$ cat src/rtl/core_pkg.sv
package core_pkg;

  localparam int xlen    = 32;
  localparam int imem_aw = 8;
  localparam int dmem_aw = 8;

  // addi x0, x0, 0
  localparam logic [31:0] nop_instr = 32'h0000_0013;

  // rv32i major opcodes
  localparam logic [6:0] op_lui    = 7'b0110111;
  localparam logic [6:0] op_imm    = 7'b0010011;
  localparam logic [6:0] op_reg    = 7'b0110011;
  localparam logic [6:0] op_load   = 7'b0000011;
  localparam logic [6:0] op_store  = 7'b0100011;
  localparam logic [6:0] op_branch = 7'b1100011;

  typedef enum logic [2:0] {
    alu_add,
    alu_sub,
    alu_and,
    alu_or,
    alu_xor,
    alu_slt,
    alu_passb
  } alu_op_e;

  ////////////////////
  // pipeline registers
  ////////////////////

  typedef struct packed {
    logic [xlen-1:0] pc;
    logic [31:0]     instr;
    logic            valid;
  } if_id_t;

  typedef struct packed {
    logic [xlen-1:0] pc;
    logic [xlen-1:0] rs1_val;
    logic [xlen-1:0] rs2_val;
    logic [4:0]      rs1;
    logic [4:0]      rs2;
    logic [4:0]      rd;
    logic [xlen-1:0] imm;
    alu_op_e         alu_op;
    logic            alu_src_imm;
    logic            mem_read;
    logic            mem_write;
    logic            reg_write;
    logic            branch;
    logic            branch_ne;
    logic            valid;
  } id_ex_t;

  typedef struct packed {
    logic [xlen-1:0] alu_res;
    logic [xlen-1:0] store_data;
    logic [4:0]      rd;
    logic            mem_read;
    logic            mem_write;
    logic            reg_write;
    logic            valid;
  } ex_mem_t;

  // also the regfile write port
  typedef struct packed {
    logic            we;
    logic [4:0]      rd;
    logic [xlen-1:0] data;
  } wb_t;

  ////////////////////
  // wishbone classic
  ////////////////////

  typedef struct packed {
    logic               cyc;
    logic               stb;
    logic               we;
    logic [dmem_aw-1:0] adr;
    logic [xlen-1:0]    dat;
  } wb_req_t;

  typedef struct packed {
    logic            ack;
    logic [xlen-1:0] dat;
  } wb_rsp_t;

endpackage

$ cat src/rtl/decode_stage.sv
`timescale 1ns/1ps

module decode_stage
  import core_pkg::*;
(
  input  if_id_t          if_id,
  input  logic [xlen-1:0] rs1_data,
  input  logic [xlen-1:0] rs2_data,
  input  id_ex_t          id_ex_q,
  output logic [4:0]      rs1_addr,
  output logic [4:0]      rs2_addr,
  output id_ex_t          id_ex_d,
  output logic            load_stall
);

  logic [31:0]     instr;
  logic [6:0]      opcode;
  logic [2:0]      funct3;
  logic [4:0]      rd;
  logic            use_rs1;
  logic            use_rs2;
  logic [xlen-1:0] imm_i;
  logic [xlen-1:0] imm_s;
  logic [xlen-1:0] imm_b;
  logic [xlen-1:0] imm_u;

  // bubbles decode as a plain nop
  assign instr    = if_id.valid ? if_id.instr : nop_instr;
  assign opcode   = instr[6:0];
  assign funct3   = instr[14:12];
  assign rd       = instr[11:7];
  assign rs1_addr = instr[19:15];
  assign rs2_addr = instr[24:20];

  assign imm_i = {{20{instr[31]}}, instr[31:20]};
  assign imm_s = {{20{instr[31]}}, instr[31:25], instr[11:7]};
  assign imm_b = {{19{instr[31]}}, instr[31], instr[7], instr[30:25], instr[11:8], 1'b0};
  assign imm_u = {instr[31:12], 12'b0};

  always_comb begin
    id_ex_d         = '0;
    id_ex_d.pc      = if_id.pc;
    id_ex_d.rs1_val = rs1_data;
    id_ex_d.rs2_val = rs2_data;
    id_ex_d.rs1     = rs1_addr;
    id_ex_d.rs2     = rs2_addr;
    id_ex_d.rd      = rd;
    id_ex_d.alu_op  = alu_add;
    id_ex_d.valid   = if_id.valid;
    use_rs1         = 1'b0;
    use_rs2         = 1'b0;

    case (opcode)
      op_lui: begin
        id_ex_d.imm         = imm_u;
        id_ex_d.alu_op      = alu_passb;
        id_ex_d.alu_src_imm = 1'b1;
        id_ex_d.reg_write   = 1'b1;
      end
      op_imm: begin
        use_rs1             = 1'b1;
        id_ex_d.imm         = imm_i;
        id_ex_d.alu_src_imm = 1'b1;
        id_ex_d.reg_write   = 1'b1;
        case (funct3)
          3'b000:  id_ex_d.alu_op = alu_add;
          3'b100:  id_ex_d.alu_op = alu_xor;
          3'b110:  id_ex_d.alu_op = alu_or;
          3'b111:  id_ex_d.alu_op = alu_and;
          default: id_ex_d.reg_write = 1'b0;
        endcase
      end
      op_reg: begin
        use_rs1           = 1'b1;
        use_rs2           = 1'b1;
        id_ex_d.reg_write = 1'b1;
        case (funct3)
          3'b000:  id_ex_d.alu_op = instr[30] ? alu_sub : alu_add;
          3'b010:  id_ex_d.alu_op = alu_slt;
          3'b100:  id_ex_d.alu_op = alu_xor;
          3'b110:  id_ex_d.alu_op = alu_or;
          3'b111:  id_ex_d.alu_op = alu_and;
          default: id_ex_d.reg_write = 1'b0;
        endcase
      end
      op_load: begin
        use_rs1             = 1'b1;
        id_ex_d.imm         = imm_i;
        id_ex_d.alu_src_imm = 1'b1;
        id_ex_d.mem_read    = (funct3 == 3'b010);
        id_ex_d.reg_write   = (funct3 == 3'b010);
      end
      op_store: begin
        use_rs1             = 1'b1;
        use_rs2             = 1'b1;
        id_ex_d.imm         = imm_s;
        id_ex_d.alu_src_imm = 1'b1;
        id_ex_d.mem_write   = (funct3 == 3'b010);
      end
      op_branch: begin
        use_rs1           = 1'b1;
        use_rs2           = 1'b1;
        id_ex_d.imm       = imm_b;
        id_ex_d.branch    = (funct3 == 3'b000) || (funct3 == 3'b001);
        id_ex_d.branch_ne = (funct3 == 3'b001);
      end
      default: begin
        id_ex_d.reg_write = 1'b0;
      end
    endcase

    // results for x0 are dropped here so forwarding never sees them
    if (rd == 5'd0) begin
      id_ex_d.reg_write = 1'b0;
    end
  end

  // load in EX feeding a source of the instruction in ID
  assign load_stall = id_ex_q.valid && id_ex_q.mem_read && (id_ex_q.rd != 5'd0) &&
                      ((use_rs1 && rs1_addr == id_ex_q.rd) ||
                       (use_rs2 && rs2_addr == id_ex_q.rd));

endmodule

$ cat config.mk
export PLATFORM = sky130hd
export DESIGN_NAME = decode_stage
export DESIGN_NICKNAME = d
export VERILOG_FILES = /design/src/rtl/core_pkg.sv /design/src/rtl/decode_stage.sv
export SDC_FILE = /design/constraint.sdc
export NUM_CORES = 1
export LEC_CHECK = 0
export BUFFER_PORTS_ARGS = -buffer_cell sky130_fd_sc_hd__clkbuf_2
export CAP_MARGIN = 20
export CORE_AREA = 5 5 171 173
export DETAILED_ROUTE_END_ITERATION = 7
export DIE_AREA = 0 0 176 178
export PLACE_DENSITY_LB_ADDON = 0.2
export SLEW_MARGIN = 25
export SYNTH_ARGS = -nofsm -noshare
export SYNTH_HDL_FRONTEND = slang
export SYNTH_SLANG_ARGS = --single-unit
$ cat constraint.sdc
create_clock -name vclk -period 3.95
set_clock_uncertainty 0.2 [all_clocks]
set_input_delay 0.5925 -clock vclk [all_inputs]
set_output_delay 0.5925 -clock vclk [all_outputs]
set_load 0.1 [all_outputs]
# Word level (Yosys, flattened, before mapping)
# Index checks and enable logic that the tools add are counted.
# Widths: inputs -> output; s select.
[op_classes] n_eq_ne=13 n_mux=16 n_reduce_logical=16
[op_table] operator="$pmux 32 s4" count=1
[op_table] operator="$mux 32" count=1
[op_table] operator="$eq 7x6->1 const B" count=3
[op_table] operator="$pmux 3 s3" count=2
[op_table] operator="$pmux 3 s5" count=1
[op_table] operator="$eq 5x5->1" count=2
[op_table] operator="$reduce_or 5->1" count=2
[op_table] operator="$eq 3x3->1 const B" count=3
[op_table] operator="$mux 1" count=9
[op_table] operator="$reduce_or 4->1" count=2
[op_table] operator="$eq 7x2->1 const B" count=1
[op_table] operator="$eq 7x5->1 const B" count=1
[op_table] operator="$eq 7x7->1 const B" count=1
[op_table] operator="$logic_and 1x1->1" count=5
[op_table] operator="$logic_not 5->1" count=1
[op_table] operator="$reduce_bool 5->1" count=1
[op_table] operator="$pmux 1 s4" count=1
[op_table] operator="$eq 3x1->1 const B" count=1
[op_table] operator="$eq 3x2->1 const B" count=1
[op_table] operator="$logic_not 3->1" count=1
[op_table] operator="$reduce_or 3->1" count=1
[op_table] operator="$logic_or 1x1->1" count=2
[op_table] operator="$mux 2" count=1
[op_table] operator="$reduce_or 2->1" count=1
[totals] register_bits=0 out_inout_bits=164 word_cells=45

# Longest topological paths before layout
# Gate-level depths: netlist of run 1.
[logic_depth] ltp_word=7 ltp_mapped=6

# Worst setup path after synthesis of run 1
# OpenSTA, ideal clock, no wires.
[synth_path] kind="input to output" startpoint="in if_id[0] (netlist name)" endpoint="out id_ex_d[3] (netlist name)" arrival_ns=4.343 t_required_ns=3.157 setup_slack_ns=-1.186 stages=6 path_cell_list="buf_6 > clkbuf_8 > o21a_1 > nor4_2 > nor2_1 > a21oi_1"
[synth_rtl] item="start: declaration" line_no="decode_stage.sv:6" source="input if_id_t if_id,"
[synth_rtl] item="end: declaration" line_no="decode_stage.sv:12" source="output id_ex_t id_ex_d,"

# Final worst setup path of run 1
[layout_path] startpoint="in if_id[0] (netlist name)" endpoint="out load_stall"
[layout_between] elab_chain_cells=7 word_cells_on_any_way=16 cone_classes="eq/ne (7); mux (3); reduce/logical (6)"
[layout_rtl] item="$mux 32 (*)" line_no="decode_stage.sv:28" source="assign instr = if_id.valid ? if_id.instr : nop_instr;"
[layout_rtl] item="$eq 7x6->1, or another cell as far along" line_no="decode_stage.sv:53" source="case (opcode)"
[layout_rtl] item="$reduce_or 5->1 (no line) or $reduce_or 3->1 (tied branches)"
[layout_rtl] item="$mux 1" line_no="decode_stage.sv:53"
[layout_rtl] item="$logic_and 1x1->1 (on tied branches)" line_no="decode_stage.sv:120, decode_stage.sv:121"
[layout_rtl] item="$logic_or 1x1->1 (*)" line_no="decode_stage.sv:120" source="((use_rs1 && rs1_addr == id_ex_q.rd) ||"
[layout_rtl] item="$logic_and 1x1->1 (*)" line_no="decode_stage.sv:119" source="assign load_stall = id_ex_q.valid && id_ex_q.mem_read && (id_ex_q.rd != 5'd0) &&"
[layout_rtl] item="end: declaration" line_no="decode_stage.sv:13" source="output logic load_stall"
# Every way passes the cells marked *; elsewhere a longest branch is shown, timed or not.

==> results.md, run 1 <==
- Fmax: 311.6 MHz
- Count of cell types in the netlist: 53
- DR vias: 1764
- Setup violators final: 0
- Cells after Synth: 274
- Die span in y: 178 um
- Sequential cell area: 0 um^2
- Placed wire-length estimate: 9711 um
- Rel. slew slack: 0.6024
- Commonest non-fill, non-tap cell in the layout: clkbuf_2
- Critical path class: input port to output port
- Final Power: 307.4 uW
- Post-CTS Setup Repair Bufs: 0
- CLK BUF: 0
- Post-route minimum period: 3209 ps
- WL final: 10840 um
- Most frequent cells in the layout: clkbuf_2 (86), nand2_1 (36), buf_12 (20)
- Seq_cells: 0
- First drt pass iteration count: 4
- Mapped Area: between 1500 and 2000 um^2
- Share of layout cells above drive strength 1: 0.4664
- Critical Path AT: between 2000 and 2500 ps
- Internal power: between 60 and 70 uW
- Total grt overflow: 0
- Power density cells: 132.8 nW/um^2
- Post-CTS Resized: 0
- Hold Vio Cnt, Final: 0
- Tightest Pin Transition: around 600 ps
- Hold Crit Class: input port to output port
- GR Util All Layers: 0.06472
- Hold Path Depth: 0
- Core area: 27480 um^2
- Req. time, crit path: ~3200 ps
- LEAKAGE: 0.9771 nW
- GP Congestion: 0.6757
- Fin crit share: 0.8124
- First-pass GRT wire length: 14750 um
- Synth Warn #: 0
- ANT nets after route: 0
- Largest net degree at the start of global routing: 26
- PortBufs: 108
- Peak supply drop: 0.00004906 V
- Power share of the clock group: 0
- Max-cap viol count: 0
- Switching share of total power: 0.7995
- Nets: 552
- Setup crit start kind: input port
- Vias per cell: ~2.9
- DRC Markers: 0
- Max Slew Vio Count: 0
- DR iter-0 viols: 45
- # diodes: 0
- I/O pin count: approximately 450
- Initial antenna violation count: 2
- RSZ-0062 raised after global routing: no
- Num rows: 61
- Starting Density: 0.06712
- Hold path start: rs1_data[14]
- Worst Path Max Fanout: 25
- Status: finished, final reports clean
- Die area: 31330 um^2
- Hold Buf Count CTS: 0
- Setup crit end kind: output port
- Hold Path Sink: id_ex_d[103]
- Seq pwr share: 0
- Mean routed wirelength per cell: roughly 18 um
- Post-synth net total: 556
- Net switching power: 245.7 uW
- Final hold slack: 985.0 ps
- Register area share after synthesis: 0
- Area Overhead vs Synth: 25.51%
- Syn Area/Cell: approximately 6.7 um^2
- Vias in the first global route: between 1500 and 2000
- Die extent in x: 176 um
- Combinational share of power: 1.000
[stage by stage]
stage | cell area (um^2) | util | setup TNS, ps | setup slack (ps) | cells
finish | 2315 | 0.08424 | 0 | 740.8 | 614
global route | 2315 | 0.08424 | 0 | 555.7 | 614
CTS | 2315 | 0.08424 | 0 | 667.6 | 614
detailed placement | 2315 | 0.08424 | 0 | 676.7 | 614
global placement | 2315 | 0.08424 | 0 | 649.9 | 614
floorplan | 1883 | - | -514.0 | -514.0 | 274
[kinds of logic (layout without fill, tap and decap cells)]
group | after synthesis | count (layout) | share of synthesized area
AOI/OAI and AO/OA | 46 | 46 | 0.1825
and+or+nand+nor | 89 | 89 | 0.2680
buffers and inverters | 130 | 124 | 0.5041
xor gates and xnor gates | 6 | 6 | 0.02849
muxes | 3 | 3 | 0.01696
[layout make-up]
| type | count | area (um^2) |
|---|---|---|
| Fill cell | 3289 | 25160 |
| Multi-Input combinational cell | 144 | 953.4 |
| Timing Repair Buffer | 114 | 890.9 |
| Tap cell | 346 | 432.9 |
| Inverter | 10 | 37.54 |
[per-layer routing]
metal / track usage / wire (um)
met5: 0.01763 / 104
met2: 0.09831 / 4501
met1: 0.07321 / 4128
met3: 0.04727 / 1923
met4: 0.01170 / 184
[worst max-delay path by stage]
stage                              to     start  slack [ps]
after floorplan            id_ex_d[3]  if_id[0]        -510
after global placement    id_ex_d[16]  if_id[0]         650
after detailed placement  id_ex_d[36]  if_id[0]         680
after CTS                 id_ex_d[35]  if_id[0]         670
after global routing      id_ex_d[18]  if_id[0]         560
final                      load_stall  if_id[0]         740
[worst max-delay path, stage by stage]
cell,delay [ps]
clkbuf_2,440
and2_1,310
a32oi_1,140
a221o_1,380
a221oi_4,310
buf_12,220
[Yosys cell counts (2+ instances only)]
master | instances | area share
buf_6 | 2 | 0.012
buf_2 | 6 | 0.016
xnor2_1 | 5 | 0.024
nand3_1 | 3 | 0.0081
mux2i_1 | 2 | 0.011
o221ai_1 | 2 | 0.0095
nand2_1 | 36 | 0.073
inv_1 | 10 | 0.020
nor4_1 | 2 | 0.0068
a21oi_1 | 3 | 0.0081
nor2_1 | 11 | 0.022
a22o_1 | 5 | 0.024
nand4_1 | 3 | 0.010
nor2b_1 | 3 | 0.010
nor4bb_1 | 2 | 0.011
and2_1 | 11 | 0.037
o21ai_0 | 18 | 0.049
a32oi_1 | 2 | 0.0095
buf_4 | 109 | 0.44
nand4b_1 | 2 | 0.0095
nor3_1 | 3 | 0.0081
nand4bb_1 | 2 | 0.012
clkbuf_1 | 2 | 0.0041
[power by group through the flow]
stage	sequential, mW	combinational, mW	clock (mW)
2_1_floorplan	0	0.693	0
6_report	0	0.307	0
4_1_cts	0	0.313	0
3_5_place_dp	0	0.312	0
5_1_grt	0	0.325	0
3_3_place_gp	0	0.313	0
No activity file was read; power rests on OpenSTA's default activity.
==> run 2: changes to the inputs <==
Settings changed: CORE_AREA 5 5 171 173 to 5 5 168 170, DIE_AREA 0 0 176 178 to 0 0 173 175.
Clock period 3.95 ns to 3 ns, I/O delays scaled along.
==> run 2 against run 1 <==
  * Wire length is 7.8% higher
  * Total power is 61% higher
  * First-iteration DRC count is 42% higher
  * Final cell count is 0.81% higher
  * Combinational power is 61% higher
==> results.md, run 2 (synthesized netlist as in run 1, its figures left out) <==
- Critical Path AT: 2100 ps (was 2420 ps)
- Fmax: about 360 MHz
- DR vias: 1831 (was 1764)
- Critical path origin: if_id[0] (unchanged)
- Core area: 26580 um^2 (was 27480 um^2)
- GP Congestion: 0.6833 (was 0.6757)
- Hold Vio Cnt, Final: 0 (unchanged)
- First drt pass iteration count: 4 (unchanged)
- Seq_cells: 0 (unchanged)
- Worst Slack Setup Final: 248.1 ps (was 740.8 ps)
- DR iter-0 viols: 64 (was 45)
- DRC Markers: 0 (unchanged)
- Die extent in x: 173 um (was 176 um)
- Commonest non-fill, non-tap cell in the layout: buf_12 (was clkbuf_2)
- Sequential cell area: 0 um^2 (unchanged)
- Cell mode on critical path: buf_12
- Setup crit start kind: input port (unchanged)
- GR Util All Layers: 0.07237 (was 0.06472)
- Post-CTS Setup Repair Bufs: 0 (unchanged)
- Max-cap viol count: 0 (unchanged)
- Die area: 30280 um^2 (was 31330 um^2)
- WL final: 11680 um (was 10840 um)
- Rel. slew slack: 0.6424 (was 0.6024)
- Final hold slack: 700.0 ps (was 985.0 ps)
- Fillers: 3090 (was 3289)
- PortBufs: 108 (unchanged)
- Tightest Pin Transition: 538.7 ps (was 599.0 ps)
- Area post-placement: 3035 um^2 (was 2315 um^2)
- Power density cells: 163.0 nW/um^2 (was 132.8 nW/um^2)
- ANT nets after route: 0 (unchanged)
- Post-route minimum period: 2752 ps
- LEAKAGE: 1.191 nW (was 0.9771 nW)
- Status: finished, final reports clean (unchanged)
- Starting Density: 0.06940 (was 0.06712)
- Cell area after layout: 3038 um^2 (was 2315 um^2)
- Mean routed wirelength per cell: 18.88 um (was 17.66 um)
- Total grt overflow: 0 (unchanged)
- Num rows: 60 (was 61)
- Req. time, crit path: 2350 ps (was 3160 ps)
- RSZ-0062 raised after global routing: no (unchanged)
- Worst Path Max Fanout: 31 (was 25)
- Vias per cell: 2.958 (was 2.873)
- Critical path class: input port to output port (unchanged)
- Post-CTS Resized: 0 (unchanged)
- Hold path start: if_id[33] (was rs1_data[14])
- Dpl ws: 180.4 ps (was 676.7 ps)
- Area occupied by multi-input gates: 1001 um^2 (was 953.4 um^2)
- Placed wire-length estimate: 10580 um (was 9711 um)
- Hold Buf Count CTS: 0 (unchanged)
- Crit path cell chain: clkbuf_2 -> buf_12 -> nand4bb_1 -> nor4_4 -> nor2_1 -> a21oi_2 -> buf_12 (was clkbuf_2 -> and2_1 -> a32oi_1 -> a221o_1 -> a221oi_4 -> buf_12)
- Fin crit share: 0.9173
- First-pass GRT wire length: 16180 um (was 14750 um)
- Area Overhead vs Synth: 64.72% (was 25.51%)
- Initial antenna violation count: 2 (unchanged)
- Share of layout cells above drive strength 1: 0.5271 (was 0.4664)
- Most frequent cells in the layout: buf_12 (60), clkbuf_2 (43), nand2_1 (36) (was clkbuf_2 (86), nand2_1 (36), buf_12 (20))
- I/O pin count: 446 (unchanged)
- Nets: 561 (was 552)
- Die span in y: 175 um (was 178 um)
- Worst stage delay on the critical path: 340 ps (was 440 ps)
- Peak supply drop: 0.00004412 V (was 0.00004906 V)
- CLK BUF: 0 (unchanged)
- Max Slew Vio Count: 0 (unchanged)
- Hold Crit Class: input port to output port (unchanged)
- Setup crit end kind: output port (unchanged)
- Vias in the first global route: 2060 (was 1899)
- Setup violators final: 0 (unchanged)
- Largest net degree at the start of global routing: 32 (was 26)
- Critical path's slowest cell: clkbuf_2 (unchanged)
==> run 2: changes by cell type in the layout (fill, tap and decap cells not counted), sizes merged <==
cell,delta
buf,+52
clkbuf,-43
clkinvlp,+1
diode,+1
inv,-1
==> run 2: stage by stage <==
stage / util / instances / TNS, ps / power (mW)
floorplan: - / 274 / -10070 / 0.9165
global placement: 0.1142 / 618 / 0 / 0.5015
detailed placement: 0.1142 / 618 / 0 / 0.5012
CTS: 0.1142 / 618 / 0 / 0.5019
global route: 0.1143 / 619 / 0 / 0.5192
finish: 0.1143 / 619 / 0 / 0.4952
==> run 2: per-layer routing <==
layer	track usage	wire [um]
met1	0.07697	4290
met2	0.09975	4387
met3	0.06815	2534
met4	0.02029	332
met5	0.03045	139
==> run 2: area by class of cell <==
class                           instances  share of cell area
Timing Repair Buffer                  123              0.5157
Tap cell                              341              0.1404
Multi-Input combinational cell        144              0.3295
Antenna cell                            1           0.0008237
Inverter                               10             0.01359
==> run 2: where the power goes <==
part           internal, mW  switching [mW]  leakage [nW]
Clock          0.0000000446               0    0.00000634
Combinational         0.156           0.339          1.19
Sequential                0               0             0
Total                 0.156           0.339          1.19
==> run 2: final timing paths <==
check / to / slack, ps / cells after the start
worst max-delay path: id_ex_d[3] / 250 / 7
worst min-delay path: id_ex_d[121] / 700 / 0
==> run 2: worst max-delay path: cells and delay by family <==
kind	cells	cell delay, ps
AOI/OAI and AO/OA	1	230
and+or+nand+nor	3	620
buffers and inverters	3	790
==> run 3: changes to the inputs <==
Settings changed: ABC_AREA from default to 1, CORE_AREA 5 5 168 170 to 5 5 170 172, DIE_AREA 0 0 173 175 to 0 0 175 177.
==> run 3 against run 2 <==
  * Combinational power rose by 19%
  * Sequential cell count did not move
  * Maximum frequency fell by 0.32%
  * Critical endpoint is now id_ex_d[35]
  * Largest cell class unchanged
  * Largest power group unchanged
==> results.md, run 3 <==
- DR iter-0 viols: 93 (was 64)
- Hold Path Depth: 0 (unchanged)
- Sequential cell area: 0 um^2 (unchanged)
- CLK BUF: 0 (unchanged)
- Req. time, crit path: 2350 ps (about the same)
- Final Power: 588.8 uW (was 495.2 uW)
- Final core occ: 0.1084 (was 0.1143)
- Count of cell types in the netlist: 23 (was 53)
- Post-synth net total: 588 (was 556)
- Setup violators final: 0 (unchanged)
- Vias per cell: 2.722 (was 2.958)
- Die extent in x: 175 um (was 173 um)
- Synth Warn #: 0 (unchanged)
- First drt pass iteration count: 4 (unchanged)
- Die area: 30980 um^2 (was 30280 um^2)
- Total grt overflow: 0 (unchanged)
- DR vias: 1805 (was 1831)
- Worst Path Max Fanout: 9 (was 31)
- Die span in y: 177 um (was 175 um)
- Critical path's slowest cell: o21ai_0 (was clkbuf_2)
- Area Overhead vs Synth: 74.04% (was 64.72%)
- Internal power: 176.3 uW (was 155.9 uW)
- Placed wire-length estimate: 10310 um (was 10580 um)
- Setup total negative slack: 0 ps (unchanged)
- Setup crit end kind: output port (unchanged)
- Rel. slew slack: 0.6053 (was 0.6424)
- Most frequent cells in the layout: nand2_1 (64), buf_12 (58), clkbuf_2 (41) (was buf_12 (60), clkbuf_2 (43), nand2_1 (36))
- Final hold slack: 700.0 ps (about the same)
- Post-route minimum period: 2761 ps (was 2752 ps)
- Combinational share of power: 1.000 (about the same)
- PortBufs: 108 (unchanged)
- Tightest Pin Transition: 591.4 ps (was 538.7 ps)
- Hold Buf Count CTS: 0 (unchanged)
- Setup crit start kind: input port (unchanged)
- Final non-filler cell total: 663 (was 619)
- Seq_cells: 0 (unchanged)
- Largest net degree at the start of global routing: 20 (was 32)
- Share of layout cells above drive strength 1: 0.5110 (was 0.5271)
- Area share of the largest cell type after synthesis: 0.4809 (was 0.4437)
- Register area share after synthesis: 0 (unchanged)
- LEAKAGE: 1.358 nW (was 1.191 nW)
- Leading area contributor after synthesis: buf_4 (unchanged)
- Vias in the first global route: 1909 (was 2060)
- RSZ-0062 raised after global routing: no (unchanged)
- Core area: 27320 um^2 (was 26580 um^2)
- Nets: 601 (was 561)
- Mapped Area: 1702 um^2 (was 1844 um^2)
- Syn Area/Cell: 5.561 um^2 (was 6.731 um^2)
- Critical Path AT: 2110 ps (was 2100 ps)
- GR Util All Layers: 0.06804 (was 0.07237)
- # diodes: 0 (was 1)
- Area contributors post-synth: buf_4 (48%), nand2_1 (14%), inv_1 (7.7%) (was buf_4 (44%), nand2_1 (7.3%), o21ai_0 (4.9%))
- Starting Density: 0.06228 (was 0.06940)
- Net switching power: 412.4 uW (was 339.3 uW)
- Commonest cells in the netlist: buf_4 (109), nand2_1 (64), inv_1 (35) (was buf_4 (109), nand2_1 (36), o21ai_0 (18))
- Fin crit share: 0.9203 (was 0.9173)
- Power share of the clock group: 0 (about the same)
- Peak supply drop: 0.00007037 V (was 0.00004412 V)
- Num rows: 61 (was 60)
- Placed insts: 660 (was 618)
- Mean routed wirelength per cell: 17.15 um (was 18.88 um)
- WL final: 11370 um (was 11680 um)
- Initial antenna violation count: 1 (was 2)
- Cells after Synth: 306 (was 274)
- Hold Vio Cnt, Final: 0 (unchanged)
- Critical path class: input port to output port (unchanged)
- Hold Path Sink: id_ex_d[143] (was id_ex_d[121])
- Status: finished, final reports clean (unchanged)
- Crit path cell chain: clkbuf_2 -> nand2_1 -> nor2_1 -> nand3_4 -> buf_4 -> o21ai_0 -> buf_12 (was clkbuf_2 -> buf_12 -> nand4bb_1 -> nor4_4 -> nor2_1 -> a21oi_2 -> buf_12)
- Max Slew Vio Count: 0 (unchanged)
- Top-count cell post-synth: buf_4 (unchanged)
- DRC Markers: 0 (unchanged)
- Commonest non-fill, non-tap cell in the layout: nand2_1 (was buf_12)
- Seq pwr share: 0 (about the same)
- ANT nets after route: 0 (unchanged)
- Hold path start: if_id[55] (was if_id[33])
- GP Congestion: 0.6916 (was 0.6833)
- Fmax: 362.2 MHz (was 363.4 MHz)
- Worst stage delay on the critical path: 330 ps (was 340 ps)
- Max-cap viol count: 0 (unchanged)
- I/O pin count: 446 (unchanged)
- Hold Crit Class: input port to output port (unchanged)
- Switching share of total power: 0.7005 (was 0.6851)
- Power density cells: 198.8 nW/um^2 (was 163.0 nW/um^2)
- First-pass GRT wire length: 15020 um (was 16180 um)
-- run 3: cell count changes in the layout (fill, tap and decap cells not counted), moves of 8 or more --
cell     previous run  this run
and2_1             10         0
nand2_1            36        64
nand3_1             3        13
nor2_2              1        10
inv_1               9        35
o21ai_2             0         8
nor2_1             10        22
-- run 3: cells by family after synthesis --
| family | count (synthesis) | synth area share |
|---|---|---|
| buffers and inverters | 149 | 0.5794 |
| AOI/OAI and AO/OA | 31 | 0.1052 |
| xor gates and xnor gates | 1 | 0.005148 |
| and+or+nand+nor | 125 | 0.3103 |
-- run 3: what timing repair did --
action / in CTS / in global routing
resized for setup: 1 / 1
pin swaps: 1 / 1
setup endpoints to repair: 3 / 13
buffers inserted: 0 / 3
-- run 3: power by group through the flow --
stage                     logic [mW]  registers [mW]  clock network [mW]
after floorplan                0.980               0                   0
after global placement         0.596               0                   0
after detailed placement       0.595               0                   0
after CTS                      0.596               0                   0
after global routing           0.619               0                   0
final                          0.589               0                   0
-- run 3: worst max-delay path by stage --
stage	slack, ps	to	from	depth (start not counted)
after floorplan	-800	id_ex_d[22]	if_id[2]	5
after global placement	-40	id_ex_d[37]	if_id[0]	7
after detailed placement	-20	id_ex_d[22]	if_id[0]	8
after CTS	2	id_ex_d[22]	if_id[0]	8
after global routing	80	id_ex_d[35]	if_id[0]	7
final	240	id_ex_d[35]	if_id[0]	7
-- run 3: worst max-delay path, delay by kind of cell --
| family | cells | cell delay [ps] |
|---|---|---|
| and+or+nand+nor | 3 | 680 |
| AOI/OAI and AO/OA | 1 | 330 |
| buffers and inverters | 3 | 630 |
-- run 3: cell type report --
class	instances	area (um^2)
multi-input combinational	157	839.6
timing repair buffer	124	1554
tap	346	432.9
fill	3181	24360
inverter	36	135.1
-- run 3: through the flow --
stage / setup slack [ps] / instance area [um^2]
6_report: 239.2 / 2962
4_1_cts: 1.782 / 2924
2_1_floorplan: -795.4 / 1815
3_3_place_gp: -39.73 / 2917
5_1_grt: 83.73 / 2962
3_5_place_dp: -21.63 / 2917
-- run 3: per-layer routing --
| layer | vias up | share of wire | global-route usage |
|---|---|---|---|
| met5 | - | 0.0087 | 0.01923 |
| met4 | 4 | 0.036 | 0.02095 |
| met3 | 44 | 0.18 | 0.05148 |
| met2 | 140 | 0.44 | 0.1081 |
| met1 | 752 | 0.34 | 0.06863 |
| li1 | 865 | - | - |
